==> src/ranging_pkg.sv <==
package ranging_pkg;

   //////////////////////////////
   // sensor array geometry
   //////////////////////////////

   // number of ultrasonic sensor ports on the board
   localparam int NUM_SENSORS      = 6;
   localparam int SENSOR_ID_WIDTH  = 3;
   localparam int DISTANCE_WIDTH   = 8;
   // wide enough for a full 38 ms echo at 27 MHz
   localparam int ECHO_COUNT_WIDTH = 20;

   // one bit per sensor for trigger, power, echo and mask
   typedef logic [NUM_SENSORS-1:0]      sensor_bus_t;
   typedef logic [SENSOR_ID_WIDTH-1:0]  sensor_id_t;
   // distance in inches
   typedef logic [DISTANCE_WIDTH-1:0]   distance_t;
   typedef logic [ECHO_COUNT_WIDTH-1:0] echo_count_t;

   //////////////////////////////
   // distance encoding
   //////////////////////////////

   // reported when the echo never comes back low
   localparam distance_t NOTHING_FOUND   = distance_t'(255);
   // largest real distance, one below the timeout code
   localparam distance_t MAX_DISTANCE    = distance_t'(254);
   // fixed inches added after the shift
   localparam distance_t DISTANCE_OFFSET = distance_t'(5);

   //////////////////////////////
   // device timing at 27 MHz
   //////////////////////////////

   // a little over 10 us of trigger
   localparam int DEFAULT_TRIGGER_CYCLES   = 275;
   // about 38 ms of echo means nothing in range
   localparam int DEFAULT_ECHO_TIMEOUT     = 1048576;
   // one second with power removed clears a hung sensor
   localparam int DEFAULT_POWER_OFF_CYCLES = 27000000;
   // 148 us per inch is ~3996 cycles so divide by 4096
   localparam int DEFAULT_INCH_SHIFT       = 12;

   // ranger FSM
   typedef enum logic [2:0] {
      ST_IDLE,
      ST_TRIGGER,
      ST_WAIT_RISE,
      ST_COUNT_ECHO,
      ST_POWER_OFF,
      ST_REPORT
   } ranger_state_t;

endpackage

==> src/hcsr04_ranger.sv <==
`timescale 1ns/1ns

module hcsr04_ranger import ranging_pkg::*; #(
   parameter int TRIGGER_CYCLES   = DEFAULT_TRIGGER_CYCLES,
   parameter int ECHO_TIMEOUT     = DEFAULT_ECHO_TIMEOUT,
   parameter int POWER_OFF_CYCLES = DEFAULT_POWER_OFF_CYCLES,
   parameter int INCH_SHIFT       = DEFAULT_INCH_SHIFT
) (
   input  logic        clock,
   input  logic        reset,
   input  logic        measure_start,
   input  sensor_id_t  sensor_sel,
   input  sensor_bus_t echo,
   output sensor_bus_t trigger,
   output sensor_bus_t power,
   output distance_t   distance,
   output logic        measure_done
);

   // one timer serves both the trigger pulse and the power-off interval
   localparam int TIMER_LIMIT = (POWER_OFF_CYCLES > TRIGGER_CYCLES) ?
                                POWER_OFF_CYCLES : TRIGGER_CYCLES;
   localparam int TIMER_WIDTH = $clog2(TIMER_LIMIT + 1);

   typedef logic [TIMER_WIDTH-1:0] timer_t;

   ranger_state_t state;

   // echo pins are asynchronous to our clock
   sensor_bus_t echo_meta;
   sensor_bus_t echo_sync;
   logic        echo_level;

   echo_count_t echo_count;
   echo_count_t echo_shifted;
   logic        echo_zero;
   logic        echo_timeout;
   distance_t   echo_inches;

   timer_t      timer;
   // converted value waiting for the report state, zero asks for a retry
   distance_t   result;

   //////////////////////////////
   // echo synchronizer
   //////////////////////////////

   // two flops on the whole bus so a sensor switch needs no refill
   always_ff @(posedge clock) begin
      if (reset) begin
         echo_meta <= '0;
         echo_sync <= '0;
      end else begin
         echo_meta <= echo;
         echo_sync <= echo_meta;
      end
   end

   // only the selected sensor matters
   assign echo_level = echo_sync[sensor_sel];

   // still high on the cycle that would make the count reach the limit
   assign echo_timeout = echo_level && (echo_count == echo_count_t'(ECHO_TIMEOUT - 1));

   //////////////////////////////
   // count to inches
   //////////////////////////////

   always_comb begin
      echo_shifted = echo_count >> INCH_SHIFT;
      // a short echo shifts to nothing and is retried
      echo_zero    = (echo_shifted == '0);
      // clamp below the nothing-found code
      if (echo_shifted > echo_count_t'(MAX_DISTANCE - DISTANCE_OFFSET)) begin
         echo_inches = MAX_DISTANCE;
      end else begin
         echo_inches = distance_t'(echo_shifted) + DISTANCE_OFFSET;
      end
   end

   //////////////////////////////
   // measurement FSM
   //////////////////////////////

   always_ff @(posedge clock) begin
      if (reset) begin
         state        <= ST_IDLE;
         trigger      <= '0;
         // sensors come up powered
         power        <= '1;
         measure_done <= 1'b0;
         timer        <= '0;
         echo_count   <= '0;
      end else begin
         // done is a single strobe
         measure_done <= 1'b0;
         case (state)
            ST_IDLE: begin
               // trigger rises the cycle after the request
               if (measure_start) begin
                  trigger[sensor_sel] <= 1'b1;
                  timer               <= timer_t'(1);
                  state               <= ST_TRIGGER;
               end
            end

            ST_TRIGGER: begin
               // hold the pin for exactly TRIGGER_CYCLES
               if (timer == timer_t'(TRIGGER_CYCLES)) begin
                  trigger[sensor_sel] <= 1'b0;
                  state               <= ST_WAIT_RISE;
               end else begin
                  timer <= timer + timer_t'(1);
               end
            end

            ST_WAIT_RISE: begin
               // no limit here, the sensor answers when it answers
               if (echo_level) begin
                  echo_count <= echo_count_t'(1);
                  state      <= ST_COUNT_ECHO;
               end
            end

            ST_COUNT_ECHO: begin
               if (!echo_level) begin
                  // falling edge, the converted value is latched below
                  state <= ST_REPORT;
               end else if (echo_timeout) begin
                  // hung sensor gets its supply pulled
                  power[sensor_sel] <= 1'b0;
                  timer             <= timer_t'(1);
                  state             <= ST_POWER_OFF;
               end else begin
                  echo_count <= echo_count + echo_count_t'(1);
               end
            end

            ST_POWER_OFF: begin
               if (timer == timer_t'(POWER_OFF_CYCLES)) begin
                  power[sensor_sel] <= 1'b1;
                  state             <= ST_REPORT;
               end else begin
                  timer <= timer + timer_t'(1);
               end
            end

            ST_REPORT: begin
               if (result == '0) begin
                  // zero inches is not a real answer so fire again
                  trigger[sensor_sel] <= 1'b1;
                  timer               <= timer_t'(1);
                  state               <= ST_TRIGGER;
               end else begin
                  measure_done <= 1'b1;
                  state        <= ST_IDLE;
               end
            end

            default: begin
               state <= ST_IDLE;
            end
         endcase
      end
   end

   //////////////////////////////
   // result registers
   //////////////////////////////

   always_ff @(posedge clock) begin
      if (state == ST_COUNT_ECHO) begin
         if (!echo_level) begin
            result <= echo_zero ? distance_t'(0) : echo_inches;
         end else if (echo_timeout) begin
            result <= NOTHING_FOUND;
         end
      end
      // distance is presented together with the done strobe
      if (state == ST_REPORT && result != '0) begin
         distance <= result;
      end
   end

endmodule

==> src/sensor_scan.sv <==
`timescale 1ns/1ns

module sensor_scan import ranging_pkg::*; (
   input  logic        clock,
   input  logic        reset,
   input  logic        scan_start,
   input  sensor_bus_t sensor_mask,
   input  logic        measure_done,
   output logic        measure_start,
   output sensor_id_t  sensor_sel,
   output logic        scan_begin,
   output logic        scan_end,
   output logic        busy
);

   // scanner states, only used here
   typedef enum logic [1:0] {
      SCAN_IDLE,
      SCAN_SELECT,
      SCAN_WAIT
   } scan_state_t;

   scan_state_t state;

   // sensors of this scan still to be measured
   sensor_bus_t pending;
   sensor_id_t  next_sel;
   logic        next_valid;

   //////////////////////////////
   // next sensor lookup
   //////////////////////////////

   // lowest pending index wins so sensors go in index order
   always_comb begin
      next_sel = '0;
      for (int i = NUM_SENSORS - 1; i >= 0; i--) begin
         if (pending[i]) begin
            next_sel = sensor_id_t'(i);
         end
      end
   end

   assign next_valid = |pending;

   // busy covers the whole scan from acceptance until the end strobe
   assign busy = (state != SCAN_IDLE);

   //////////////////////////////
   // scan sequencer
   //////////////////////////////

   always_ff @(posedge clock) begin
      if (reset) begin
         state         <= SCAN_IDLE;
         pending       <= '0;
         sensor_sel    <= '0;
         measure_start <= 1'b0;
         scan_begin    <= 1'b0;
         scan_end      <= 1'b0;
      end else begin
         // all three are one-cycle strobes
         measure_start <= 1'b0;
         scan_begin    <= 1'b0;
         scan_end      <= 1'b0;
         case (state)
            SCAN_IDLE: begin
               // mask is sampled once per scan
               if (scan_start) begin
                  pending    <= sensor_mask;
                  scan_begin <= 1'b1;
                  state      <= SCAN_SELECT;
               end
            end

            SCAN_SELECT: begin
               if (next_valid) begin
                  // sel stays put until the ranger is done
                  sensor_sel        <= next_sel;
                  measure_start     <= 1'b1;
                  pending[next_sel] <= 1'b0;
                  state             <= SCAN_WAIT;
               end else begin
                  // nothing left, an empty mask lands here right away
                  scan_end <= 1'b1;
                  state    <= SCAN_IDLE;
               end
            end

            SCAN_WAIT: begin
               if (measure_done) begin
                  state <= SCAN_SELECT;
               end
            end

            default: begin
               state <= SCAN_IDLE;
            end
         endcase
      end
   end

endmodule

==> src/range_table.sv <==
`timescale 1ns/1ns

module range_table import ranging_pkg::*; (
   input  logic       clock,
   input  logic       reset,
   input  logic       scan_begin,
   input  logic       scan_end,
   input  logic       measure_done,
   input  sensor_id_t sensor_sel,
   input  distance_t  distance,
   input  sensor_id_t range_sel,
   output distance_t  range_distance,
   output sensor_id_t nearest_sensor,
   output distance_t  nearest_distance,
   output logic       scan_done
);

   // latest result per sensor
   distance_t entry [NUM_SENSORS];

   // running minimum over the scan in progress
   distance_t  min_distance;
   sensor_id_t min_sensor;
   // set once the first result of the scan is in
   logic       min_valid;

   //////////////////////////////
   // per-sensor table
   //////////////////////////////

   always_ff @(posedge clock) begin
      if (reset) begin
         for (int i = 0; i < NUM_SENSORS; i++) begin
            entry[i] <= NOTHING_FOUND;
         end
      end else if (measure_done) begin
         entry[sensor_sel] <= distance;
      end
   end

   // read port is open at all times
   always_comb begin
      if (range_sel < sensor_id_t'(NUM_SENSORS)) begin
         range_distance = entry[range_sel];
      end else begin
         // unused indices look like empty sensors
         range_distance = NOTHING_FOUND;
      end
   end

   //////////////////////////////
   // nearest target search
   //////////////////////////////

   always_ff @(posedge clock) begin
      if (reset) begin
         min_distance <= NOTHING_FOUND;
         min_sensor   <= '0;
         min_valid    <= 1'b0;
      end else if (scan_begin) begin
         min_distance <= NOTHING_FOUND;
         min_sensor   <= '0;
         min_valid    <= 1'b0;
      end else if (measure_done) begin
         // strict compare keeps the lower index on a tie
         // the first result always lands so an all-timeout scan
         // still names a sensor that was measured
         if (!min_valid || distance < min_distance) begin
            min_distance <= distance;
            min_sensor   <= sensor_sel;
         end
         min_valid <= 1'b1;
      end
   end

   // publish at end of scan, held until the next one
   always_ff @(posedge clock) begin
      if (reset) begin
         nearest_sensor   <= '0;
         nearest_distance <= NOTHING_FOUND;
         scan_done        <= 1'b0;
      end else begin
         scan_done <= scan_end;
         if (scan_end) begin
            nearest_sensor   <= min_sensor;
            nearest_distance <= min_distance;
         end
      end
   end

endmodule

==> src/radar_ranging_top.sv <==
`timescale 1ns/1ns

module radar_ranging_top import ranging_pkg::*; #(
   // device timing in clock cycles
   parameter int TRIGGER_CYCLES   = DEFAULT_TRIGGER_CYCLES,
   parameter int ECHO_TIMEOUT     = DEFAULT_ECHO_TIMEOUT,
   parameter int POWER_OFF_CYCLES = DEFAULT_POWER_OFF_CYCLES,
   parameter int INCH_SHIFT       = DEFAULT_INCH_SHIFT
) (
   input  logic        clock,
   input  logic        reset,
   input  logic        scan_start,
   input  sensor_bus_t sensor_mask,
   input  sensor_bus_t echo,
   input  sensor_id_t  range_sel,
   output sensor_bus_t trigger,
   output sensor_bus_t power,
   output logic        busy,
   output logic        scan_done,
   output sensor_id_t  nearest_sensor,
   output distance_t   nearest_distance,
   output distance_t   range_distance
);

   //////////////////////////////
   // internal handshakes
   //////////////////////////////

   // scanner to ranger
   logic       measure_start;
   sensor_id_t sensor_sel;
   // ranger back to scanner and table
   logic       measure_done;
   distance_t  distance;
   // scan framing for the nearest search
   logic       scan_begin;
   logic       scan_end;

   // walks the enabled sensors one at a time
   sensor_scan u_scan (
      .clock         (clock),
      .reset         (reset),
      .scan_start    (scan_start),
      .sensor_mask   (sensor_mask),
      .measure_done  (measure_done),
      .measure_start (measure_start),
      .sensor_sel    (sensor_sel),
      .scan_begin    (scan_begin),
      .scan_end      (scan_end),
      .busy          (busy)
   );

   // single ranger shared by all sensors
   hcsr04_ranger #(
      .TRIGGER_CYCLES   (TRIGGER_CYCLES),
      .ECHO_TIMEOUT     (ECHO_TIMEOUT),
      .POWER_OFF_CYCLES (POWER_OFF_CYCLES),
      .INCH_SHIFT       (INCH_SHIFT)
   ) u_ranger (
      .clock         (clock),
      .reset         (reset),
      .measure_start (measure_start),
      .sensor_sel    (sensor_sel),
      .echo          (echo),
      .trigger       (trigger),
      .power         (power),
      .distance      (distance),
      .measure_done  (measure_done)
   );

   range_table u_table (
      .clock            (clock),
      .reset            (reset),
      .scan_begin       (scan_begin),
      .scan_end         (scan_end),
      .measure_done     (measure_done),
      .sensor_sel       (sensor_sel),
      .distance         (distance),
      .range_sel        (range_sel),
      .range_distance   (range_distance),
      .nearest_sensor   (nearest_sensor),
      .nearest_distance (nearest_distance),
      .scan_done        (scan_done)
   );

endmodule

==> config.mk <==
export PLATFORM = sky130hd
export DESIGN_NAME = radar_ranging_top
export DESIGN_NICKNAME = d
export VERILOG_FILES = /design/src/ranging_pkg.sv /design/src/hcsr04_ranger.sv /design/src/sensor_scan.sv /design/src/range_table.sv /design/src/radar_ranging_top.sv
export SDC_FILE = /design/constraint.sdc
export NUM_CORES = 1
export LEC_CHECK = 0
export BUFFER_PORTS_ARGS = -buffer_cell sky130_fd_sc_hd__clkbuf_2
export CORE_MARGIN = 10
export CORE_UTILIZATION = 65
export CTS_CLUSTER_SIZE = 24
export DETAILED_ROUTE_END_ITERATION = 10
export PLACE_DENSITY = 0.82
export SETUP_SLACK_MARGIN = 0.1
export SYNTH_ARGS = -nofsm -noshare
export SYNTH_HDL_FRONTEND = slang
export SYNTH_SLANG_ARGS = --single-unit
==> constraint.sdc <==
create_clock -name clock -period 4.77 [get_ports clock]
set_clock_uncertainty 0.1 [all_clocks]
set_input_delay 0.954 -clock clock [delete_from_list [all_inputs] [get_ports clock]]
set_output_delay 0.954 -clock clock [all_outputs]
set_load 0.01 [all_outputs]
==> Word-level counts from Yosys, hierarchy flattened <==
Memory sizes are Yosys's and may differ from the RTL's.
Index checks and enable logic that the tools add are counted.
{ "totals": {"reg_bits": 127, "ramBits": 48, "output_inout_bits": 33, "word_cells": 164, "memories": 1} }
{ "mem_list": {"columns": ["memory", "words", "word_bits", "read_ports", "rd_clocked_by_memory_dff", "write_ports", "line", "text"], "rows": [
  ["u_table.entry", 6, 8, 1, 0, 6, "range_table.sv:19", "distance_t entry [NUM_SENSORS];"]
]} }
{ "classes": {"addsub": 3, "magnitude_cmp": 7, "eq_ne": 25, "muxes": 63, "bitwise": 10, "n_reduce_logical": 33} }
{ "op_table": {"columns": ["cell", "count"], "rows": [
  ["25-bit 2-to-1 mux", 6],
  ["25-bit case mux with 5 select lines", 1],
  ["20-bit 2-to-1 mux", 3],
  ["6-bit 2-to-1 mux", 8],
  ["8-bit 2-to-1 mux", 6],
  ["20-bit case mux with 2 select lines", 1],
  ["3-bit 2-to-1 mux", 13],
  ["25-bit by 1-bit adder with 25-bit output, second input constant", 1],
  ["25-bit equality test, second input constant", 1],
  ["25-bit by 9-bit equality test with 1-bit output, second input constant", 1],
  ["6-bit case mux with 2 select lines", 2],
  ["20-bit by 1-bit adder with 20-bit output, second input constant", 1],
  ["20-bit equality test, second input constant", 1],
  ["20-bit zero test", 1],
  ["6-bit bitwise AND", 3],
  ["3-bit case mux with 6 select lines", 1],
  ["6-bit case mux with 3 select lines", 1],
  ["2-bit by 1-bit inequality test with 1-bit output, second input constant", 8],
  ["1-bit 2-to-1 mux", 14],
  ["2-bit inequality test, second input constant", 6],
  ["6-bit inverter", 2],
  ["6-bit OR", 2],
  ["4-bit AND reduction", 3],
  ["8-bit by 3-bit adder with 8-bit output, second input constant", 1],
  ["33 further kinds", 54]
]} }

==> Logic depth before layout (Yosys ltp) <==
Gate-level depths: netlist of the first run.
{ "logic_depth": {"depth_word": 14, "ltp_mapped": 9} }

==> Hierarchy <==
Synthesis of the first run repeated with hierarchy kept, for this count alone.
{ "unflattened": {"cells_unflattened": 876, "area_unflattened_um2": 8516.9} }
{ "modules_own_cells": {"columns": ["module", "n_inst", "cells_per_inst", "area_each_um2"], "rows": [
  ["hcsr04_ranger", 1, 512, 4518.1],
  ["range_table", 1, 288, 3310.7],
  ["sensor_scan", 1, 76, 688.2]
]} }

==> Least setup slack after synthesis of the first run <==
No wires, ideal clock.
{ "synth_path": {"kind": "input -> output", "start": "input port range_sel[0]", "end": "output port range_distance[5]", "t_arrival_ps": 2330, "t_required_ps": 3716, "slack_ps": 1386, "path_stages": 5, "n_path_buf": 2, "cell_sequence": "clkbuf_1 > clkbuf_1 > mux4_2 > nor2_1 > a21oi_1"} }
{ "synth_between": {"elab_chain_len": 2, "word_cells_on_any_way": 3, "classes_between": "1 x order compare; 1 x mux; 1 x memory"} }
{ "synth_lines": {"columns": ["element", "line", "text"], "rows": [
  ["start, declared", "radar_ranging_top.sv:15", "input sensor_id_t range_sel,"],
  ["memory read 6 x 8 bit or 3-bit less-than comparator (tied branches)", null, null],
  ["8-bit 2-to-1 mux *", "range_table.sv:43", "if (range_sel < sensor_id_t'(NUM_SENSORS)) begin"],
  ["end, declared", "radar_ranging_top.sv:22", "output distance_t range_distance"]
]} }
Every way passes the cells marked *; elsewhere a longest branch is shown, timed or not.

==> Worst setup path after layout of the first run <==
{ "layout_path": {"start": "input port range_sel[0]", "end": "output port range_distance[7]"} }
Same word-level chain as after synthesis.

==> results summary, run 1 <==
The flow ran to the end, and the final reports show no timing, DRC or antenna violations. The cell at the root of the clock tree is sky130_fd_sc_hd__clkbuf_16. The analysis attributes to cell leakage a power of 3.15 nW. The critical path is of the primary input to output port type. The final number of setup-violating endpoints is 0.

The worst register-to-register path begins at u_scan.sensor_sel[0]. sky130_fd_sc_hd__dfxtp_1 takes more of the synthesized area than any other cell. In this run the critical register-to-register path is captured at u_ranger.timer[20]. The number of antenna-violating nets in the routed design is 0. Max-cap violations in this run came to 0. The number of setup buffers added after CTS is 0. The overall routing resource usage came out at 0.210. The net count after synthesis came out at 853.

The post-detailed-route via-to-cell ratio is 6.00. Of the available clock period, the critical path in the final layout requires 0.697. For this run, the register share of the synthesized area comes to 0.520.

Setup repair after global routing left no endpoint under its margin. TritonCTS built the clock tree. The hold slack came out at 337 ps.

The net total in the final layout came out at 884. The starting utilization of the core area came out at 0.664. The number of antenna diodes in the final layout is 0. The type of the most critical hold path is flip-flop to flip-flop. The post-synthesis cell area is 7980 sq um. The global-route wire length before repair is 28500 microns.

The peak fanout along the critical path is 24. The areal power density over the cells is 353 nW/um^2. The maximum resistive drop on vdd came out at 306 uV. The total wirelength of the detailed-routed design came out at 17500 microns.

The width of the die came out at 131 microns. Data arrives at the worst endpoint at 2270 ps. Of the cells placed in the final design, the portion with a size suffix greater than 1 is 0.136. Before antenna repair, the detailed router went through 5 iterations. After global routing the overflow that remains totals 0. The routability congestion estimate is 0.919.

Entering global routing, the biggest net connects 50 pins. The number of antenna violations at the first check in global routing is 0. The worst hold path terminates at u_ranger.echo_sync[3]. After routing, the total negative slack on setup checks comes to 0 ps.

The flip-flop and latch count after synthesis came out at 175. Yosys attributes the largest share of cell area to sky130_fd_sc_hd__dfxtp_1 28%, sky130_fd_sc_hd__edfxtp_1 24%, sky130_fd_sc_hd__nand2_1 5.2%, sky130_fd_sc_hd__nor2_1 4.2%, sky130_fd_sc_hd__xor2_1 3.2%. For the pin with the worst max-slew slack, the measured transition is 1110 ps.

The peak clock frequency supported by timing is 301 MHz. The clock period could shrink to 3320 ps. The latest clock arrival within the worst-skew pair came out at 430 ps.

The area growth from synthesis to layout is 11.1%. In this run, distinct cell masters in the synthesized netlist total 56. In this run the core area contains 40 standard-cell rows. The share of the synthesized area in the top cell type is 0.279. Dividing the synthesized area by the synthesized cell count gives 9.72 sq um. The die boundary height is 131 microns.

Counting instances in the post-synthesis netlist gives the leading cell types as 111 x sky130_fd_sc_hd__dfxtp_1, 110 x sky130_fd_sc_hd__nand2_1, 89 x sky130_fd_sc_hd__nor2_1. The routed wirelength normalized by instance count is 17.3 microns. The setup slack on the worst flop-to-flop path came out at 1590 ps. The die area is 17100 sq um. Measured against its own limit, the worst slew margin works out to 0.260. The startpoint identified for the worst hold timing path is u_ranger.echo_meta[3]. The clock-pin transition on the worst setup and hold timing paths is 60 ps.

The depth of the most critical reg-to-reg path is 7. The total number of vias came out at 6069. The number of enable flip-flop cells after synthesis came out at 64. The total DRC errors in the routed layout is 0. The placeable core region is 12000 sq um. Counting instances, the worst hold path has a depth of 1.

For this design, the CTS-stage hold fixing added 0 buffers. The worst path required time is 3720 ps. The number of hold-slack violations in the final timing report is 0. The worst setup slack before clock tree synthesis came out at 1420 ps. For this run, asynchronously set or reset flops after synthesis account for 0. For this run, the share of the core covered by cells in the final layout is 0.738. Among all flip-flop cells after synthesis, the most frequent one is sky130_fd_sc_hd__dfxtp_1. The depth of the CTS H-tree is 4. The clock sink count is 175. Once routing completed, OpenROAD measured the worst setup slack at 1450 ps.

Among all cell types in the netlist, the one instantiated most often is sky130_fd_sc_hd__dfxtp_1. The count of cells resized by post-cts repair came out at 0. The kind of launch point of the worst setup path is a primary input. The via count of the first global-routing pass came out at 5893. After the first detailed-routing iteration, the DRC count stood at 546. The Yosys step of the flow raised 0 warnings. The boundary pin count is 51. The total clock buffers created by CTS is 17.

The max-slew violation count is 0. The detailed-placement wirelength estimate is 12300 microns. The number of input and output port buffers inserted is 50.

The maximum clock path buffer count is 2. The worst setup path is captured at an output port. The number of cells produced by synthesis came out at 821.
metrics by stage:
step | area (sq um) | instances | power [mW]
after floorplan | 7980 | 821 | 1.71
after global placement | 8260 | 980 | 1.74
after detailed placement | 8260 | 980 | 1.75
after CTS | 8860 | 1012 | 3.13
after global routing | 8860 | 1012 | 3.21
final | 8860 | 1012 | 3.13
layout make-up:
class | instances | area [sq um]
clock inverters | 14 | 165
fillers | 847 | 3150
flip-flops and latches | 175 | 4140
clock buffers | 18 | 439
inverters | 34 | 128
multi-input cells | 568 | 3510
well taps | 147 | 184
repair buffers | 56 | 295
worst max path at each step:
stage | startpoint | end | slack (ps) | cells after the start
global placement | range_sel[0] | range_distance[4] | 1470 | 5
finish | range_sel[0] | range_distance[7] | 1450 | 5
CTS | range_sel[0] | range_distance[2] | 1420 | 5
detailed placement | range_sel[0] | range_distance[2] | 1420 | 5
floorplan | range_sel[0] | range_distance[5] | 1390 | 5
global route | range_sel[0] | range_distance[7] | 1290 | 5
metal layers:
layer / vias up / part of all wire / global-route usage
met2: 178 / 0.51 / 0.366
met1: 2890 / 0.40 / 0.238
met5: - / 0 / 0
met3: 45 / 0.053 / 0.0508
met4: 0 / 0.030 / 0.0988
li1: 2956 / - / -
cells by family (layout without fill, tap and decap cells):
logic type | after synthesis | in the layout | share of synthesized area
compound gates | 128 | 128 | 0.111
xor+xnor | 35 | 35 | 0.0384
fa+ha+maj | 14 | 14 | 0.0220
buf+inv | 78 | 122 | 0.0405
flops | 175 | 175 | 0.520
mux | 23 | 23 | 0.0414
simple gates | 368 | 368 | 0.227
placed cells by master (no fill, tap or decap), types with 4 or more instances in the layout:
cell type                   count
sky130_fd_sc_hd__mux4_2         8
sky130_fd_sc_hd__a21boi_0       7
sky130_fd_sc_hd__inv_1         34
sky130_fd_sc_hd__clkbuf_16     17
sky130_fd_sc_hd__nand2_1      110
sky130_fd_sc_hd__edfxtp_1      64
sky130_fd_sc_hd__mux2i_1       15
sky130_fd_sc_hd__a21oi_1       38
sky130_fd_sc_hd__a32o_1         5
sky130_fd_sc_hd__nor3_1        18
sky130_fd_sc_hd__and2_1         5
sky130_fd_sc_hd__nor2b_1       24
sky130_fd_sc_hd__buf_4          6
sky130_fd_sc_hd__nor4_1         4
sky130_fd_sc_hd__or3_1         14
sky130_fd_sc_hd__dfxtp_1      111
sky130_fd_sc_hd__nor2_1        89
sky130_fd_sc_hd__xnor2_1        6
sky130_fd_sc_hd__and4_1         6
sky130_fd_sc_hd__or3b_2         5
sky130_fd_sc_hd__nand3_1       38
sky130_fd_sc_hd__clkinv_4       4
sky130_fd_sc_hd__clkbuf_2      50
sky130_fd_sc_hd__clkinv_2       4
sky130_fd_sc_hd__o21ai_0       38
sky130_fd_sc_hd__nand2b_1       7
sky130_fd_sc_hd__a311o_1        6
sky130_fd_sc_hd__a211oi_1       9
sky130_fd_sc_hd__xor2_1        29
sky130_fd_sc_hd__a21o_1         6
sky130_fd_sc_hd__and3_1        11
sky130_fd_sc_hd__ha_1          14
sky130_fd_sc_hd__nand4_1       23
state kept, by name (all words and copies together), names as in the netlist, 2 cells and up, named ones only:
name and cells:
u_scan.state 2, u_ranger.distance 8, u_table.min_sensor 3, u_ranger.echo_meta 6
u_ranger.timer 25, u_table.nearest_distance 8, u_ranger.echo_count 20, u_table.nearest_sensor 3
u_scan.sensor_sel 3, u_ranger.state 3, u_table.min_distance 8, u_table.entry 48
u_ranger.echo_sync 6, u_scan.pending 6, u_ranger.result 8
worst max-delay path, stage by stage:
cell and delay, ps:
sky130_fd_sc_hd__clkbuf_2 440, sky130_fd_sc_hd__mux4_2 570, sky130_fd_sc_hd__nor2_1 110, sky130_fd_sc_hd__a21oi_1 50
sky130_fd_sc_hd__clkbuf_2 140
power by group:
| group | internal, mW | total, mW | switching (mW) |
|---|---|---|---|
| Combinational | 0.0456 | 0.142 | 0.0961 |
| Clock | 0.836 | 1.41 | 0.573 |
| Sequential | 1.56 | 1.58 | 0.0176 |
(Power assumes the default switching activity.)
==> run 2, diff against run 1 <==
--- a/config.mk
+++ b/config.mk
@@ -7,10 +7,10 @@
 export LEC_CHECK = 0
 export BUFFER_PORTS_ARGS = -buffer_cell sky130_fd_sc_hd__clkbuf_2
 export CORE_MARGIN = 10
-export CORE_UTILIZATION = 65
+export CORE_UTILIZATION = 54
 export CTS_CLUSTER_SIZE = 24
 export DETAILED_ROUTE_END_ITERATION = 10
-export PLACE_DENSITY = 0.82
+export PLACE_DENSITY = 0.72
 export SETUP_SLACK_MARGIN = 0.1
 export SYNTH_ARGS = -nofsm -noshare
 export SYNTH_HDL_FRONTEND = slang
==> constraint.sdc (replaced) <==
create_clock -name clock -period 2.9 [get_ports clock]
set_clock_uncertainty 0.1 [all_clocks]
set_input_delay 0.58 -clock clock [delete_from_list [all_inputs] [get_ports clock]]
set_output_delay 0.58 -clock clock [all_outputs]
set_load 0.01 [all_outputs]
==> run 2 against run 1 <==
  * Die area increased by 17%
  * Setup slack got worse by 1100 ps
  * Sequential share of layout area decreased by 0.51 points
  * Core utilization decreased by 12 points
  * Largest power group unchanged
==> results summary, run 2 (same netlist as run 1, synthesis figures left out) <==
The post-detailed-route via-to-cell ratio came out at 5.75. The via count of the first global-routing pass is 5983. The clock share of power is 0.424.

In this run the standard cell core region covers 14500 sq um. Leaving out fill and tap cells, the most frequent cell in the layout is sky130_fd_sc_hd__nand2_1. After detailed placement, the design holds a cell count of 1029. The final non-filler cell total is 1062. The signal on the critical path passes through ha_1, and3_1, and4_1, and2_1, o21ai_0, o21ai_2, buf_4, a21boi_0, a311o_1. The routability congestion estimate came out at 0.905. The final number of setup-violating endpoints is 0. The number of antenna-violating nets in the routed design came out at 0. The register with the most flip-flops in the final layout is u_table.entry.

Detailed routing placed a total of 800 microns of wire on met3. The tree is rooted in a sky130_fd_sc_hd__clkbuf_16. The overall routing resource usage is 0.179. The share of total power in combinational logic came out at 0.050. For the pin with the worst max-slew slack, the measured transition is 767 ps.

The aggregate global routing overflow is 0. The critical path's largest stage delay is 390 ps. The die covers 20000 sq um. The total net switching power came out at 1.10 mW. The highest layer touched by signal routing is met4. After the last flow step, the layout net total stands at 898. Dividing total power by cell area gives a power density of 550 nW/um^2. At the later pin of the worst-skew pair, clock insertion delay measures 430 ps. The kind of cell with the highest combined delay along the critical path is compound AO/OA/AOI/OAI gates. The DRC violation total after the first TritonRoute iteration is 543. Among all stages on the critical path, the largest delay is contributed by sky130_fd_sc_hd__dfxtp_1.

The detailed-placement wirelength estimate came out at 12700 microns. After routing, the total negative slack on setup checks comes to 0 ps. The peak fanout along the critical path is 12.

The total clock buffers created by CTS came out at 17. The post-route met1 wirelength came out at 7540 microns. The share of the cycle needed by the critical path after routing is 0.887. The depth of the CTS H-tree came out at 4. STA classifies the critical path endpoint as a flip-flop. The analysis attributes to cell leakage a power of 3.19 nW. 51 I/O pins were placed.

The total number of vias is 6105. The worst setup path is of the flip-flop to flip-flop kind. The sequential share of power is 0.525. The number of antenna violations at the first check in global routing is 0.

The run finished with clean final reports. The arrival time of data at the critical path endpoint came out at 2780 ps. The share of cells above drive strength 1 came out at 0.148. The number of hold-slack violations in the final timing report came out at 0. The area growth from synthesis to layout came out at 12.4%. For the worst setup path, the data required time is 3110 ps. The count of standard-cell rows is 44. The buffers plus inverters on the worst setup path came out at 1. The width of the die came out at 142 microns. Derived from the worst setup path, the maximum achievable clock frequency is 389 MHz. For this block, the routed nets add up to 17500 microns of wire.

The clock sink count came out at 175. After clock tree synthesis, the clock-pin slew on the worst setup and hold paths is 60 ps. The register with the most flip-flops in the layout has 48 of them.

Setup repair after global routing left no endpoint under its margin. TritonCTS built the clock tree. The clock period minus worst slack came out at 2570 ps. The routed wirelength normalized by instance count is 16.5 microns. STA classifies the critical path startpoint as a flip-flop.

The largest registers in the layout are u_table.entry (48), u_ranger.timer (25), u_ranger.echo_count (20). The total DRC errors in the routed layout came out at 0. In the layout the commonest cells are 110 x sky130_fd_sc_hd__nand2_1, 109 x sky130_fd_sc_hd__dfxtp_1, 89 x sky130_fd_sc_hd__nor2_1, 64 x sky130_fd_sc_hd__edfxtp_1, 50 x sky130_fd_sc_hd__clkbuf_2. The hold buffer count at CTS came out at 0. The starting utilization of the core area came out at 0.551. Across the VDD grid, the largest voltage drop is 463 uV. The detailed route wirelength on metal2 came out at 8810 microns. The global-route wire length before repair is 29400 microns. The share of total power consumed by net switching is 0.224. The internal power of the cells totals 3.83 mW. The type of the most critical hold path is primary input to flip-flop. Input and output buffers added on the ports amount to 50.

The max-slew violation count is 0. The maximum number of pins on one net before global-route repair came out at 26. The die boundary height came out at 142 microns.

The maximum clock path buffer count is 2. The worst max-slew margin expressed relative to the limit is 0.487. The first detailed-routing pass took 5 iterations. The antenna cell count came out at 0. Max-cap violations in this run came to 0.
run 2: stage by stage:
| step | util | hold WS (ps) | cell area, sq um | total power, mW | worst slack (ps) |
|---|---|---|---|---|---|
| 2_1_floorplan | - | 314 | 7980 | 2.81 | 264 |
| 3_3_place_gp | 0.580 | 328 | 8400 | 2.88 | 302 |
| 3_5_place_dp | 0.580 | 330 | 8400 | 2.89 | 183 |
| 4_1_cts | 0.617 | 247 | 8930 | 4.97 | 159 |
| 5_1_grt | 0.619 | 253 | 8970 | 5.11 | 137 |
| 6_report | 0.619 | 258 | 8970 | 4.93 | 327 |
run 2: power groups by stage:
stage | Sequential, mW | Clock [mW] | Combinational, mW
floorplan | 2.63 | 0 | 0.176
global placement | 2.64 | 0 | 0.239
detailed placement | 2.64 | 0 | 0.247
CTS | 2.59 | 2.13 | 0.248
global route | 2.59 | 2.24 | 0.275
finish | 2.59 | 2.09 | 0.248
run 2: path summary, 6_finish.rpt:
| kind | start | to | slack [ps] | cells after the start |
|---|---|---|---|---|
| hold / removal | sensor_mask[2] | u_scan.pending[2] | 260 | 2 |
| setup / recovery | u_ranger.echo_count[13] | flip-flop | 330 | 9 |
| setup reg to reg | u_ranger.echo_count[13] | flip-flop | 330 | 9 |
| hold reg to reg | u_ranger.echo_meta[0] | u_ranger.echo_sync[0] | 340 | 1 |
run 2: timing repair:
item | in CTS | in global routing
setup endpoints to repair | 0 | 44
resized for setup | 0 | 4
setup buffers | 0 | 2
run 2: cell type report:
type / count / area, sq um
clock buffers: 19 / 443
inverters: 34 / 128
repair buffers: 70 / 400
clock inverters: 12 / 95.1
fillers: 1220 / 5510
well taps: 184 / 230
multi-input cells: 568 / 3520
flip-flops and latches: 175 / 4150
run 2: routing by layer:
metal	track usage	vias to the layer above
li1	-	2982
met1	0.217	2937
met2	0.302	151
met3	0.0397	35
met4	0.0705	0
met5	0	-
run 2: worst reg2reg max path: cells and delay by family (launching register included):
kind | cells | cell delay (ps)
buf+inv | 1 | 180
fa+ha+maj | 1 | 250
simple gates | 3 | 730
compound gates | 4 | 820
flops | 1 | 390
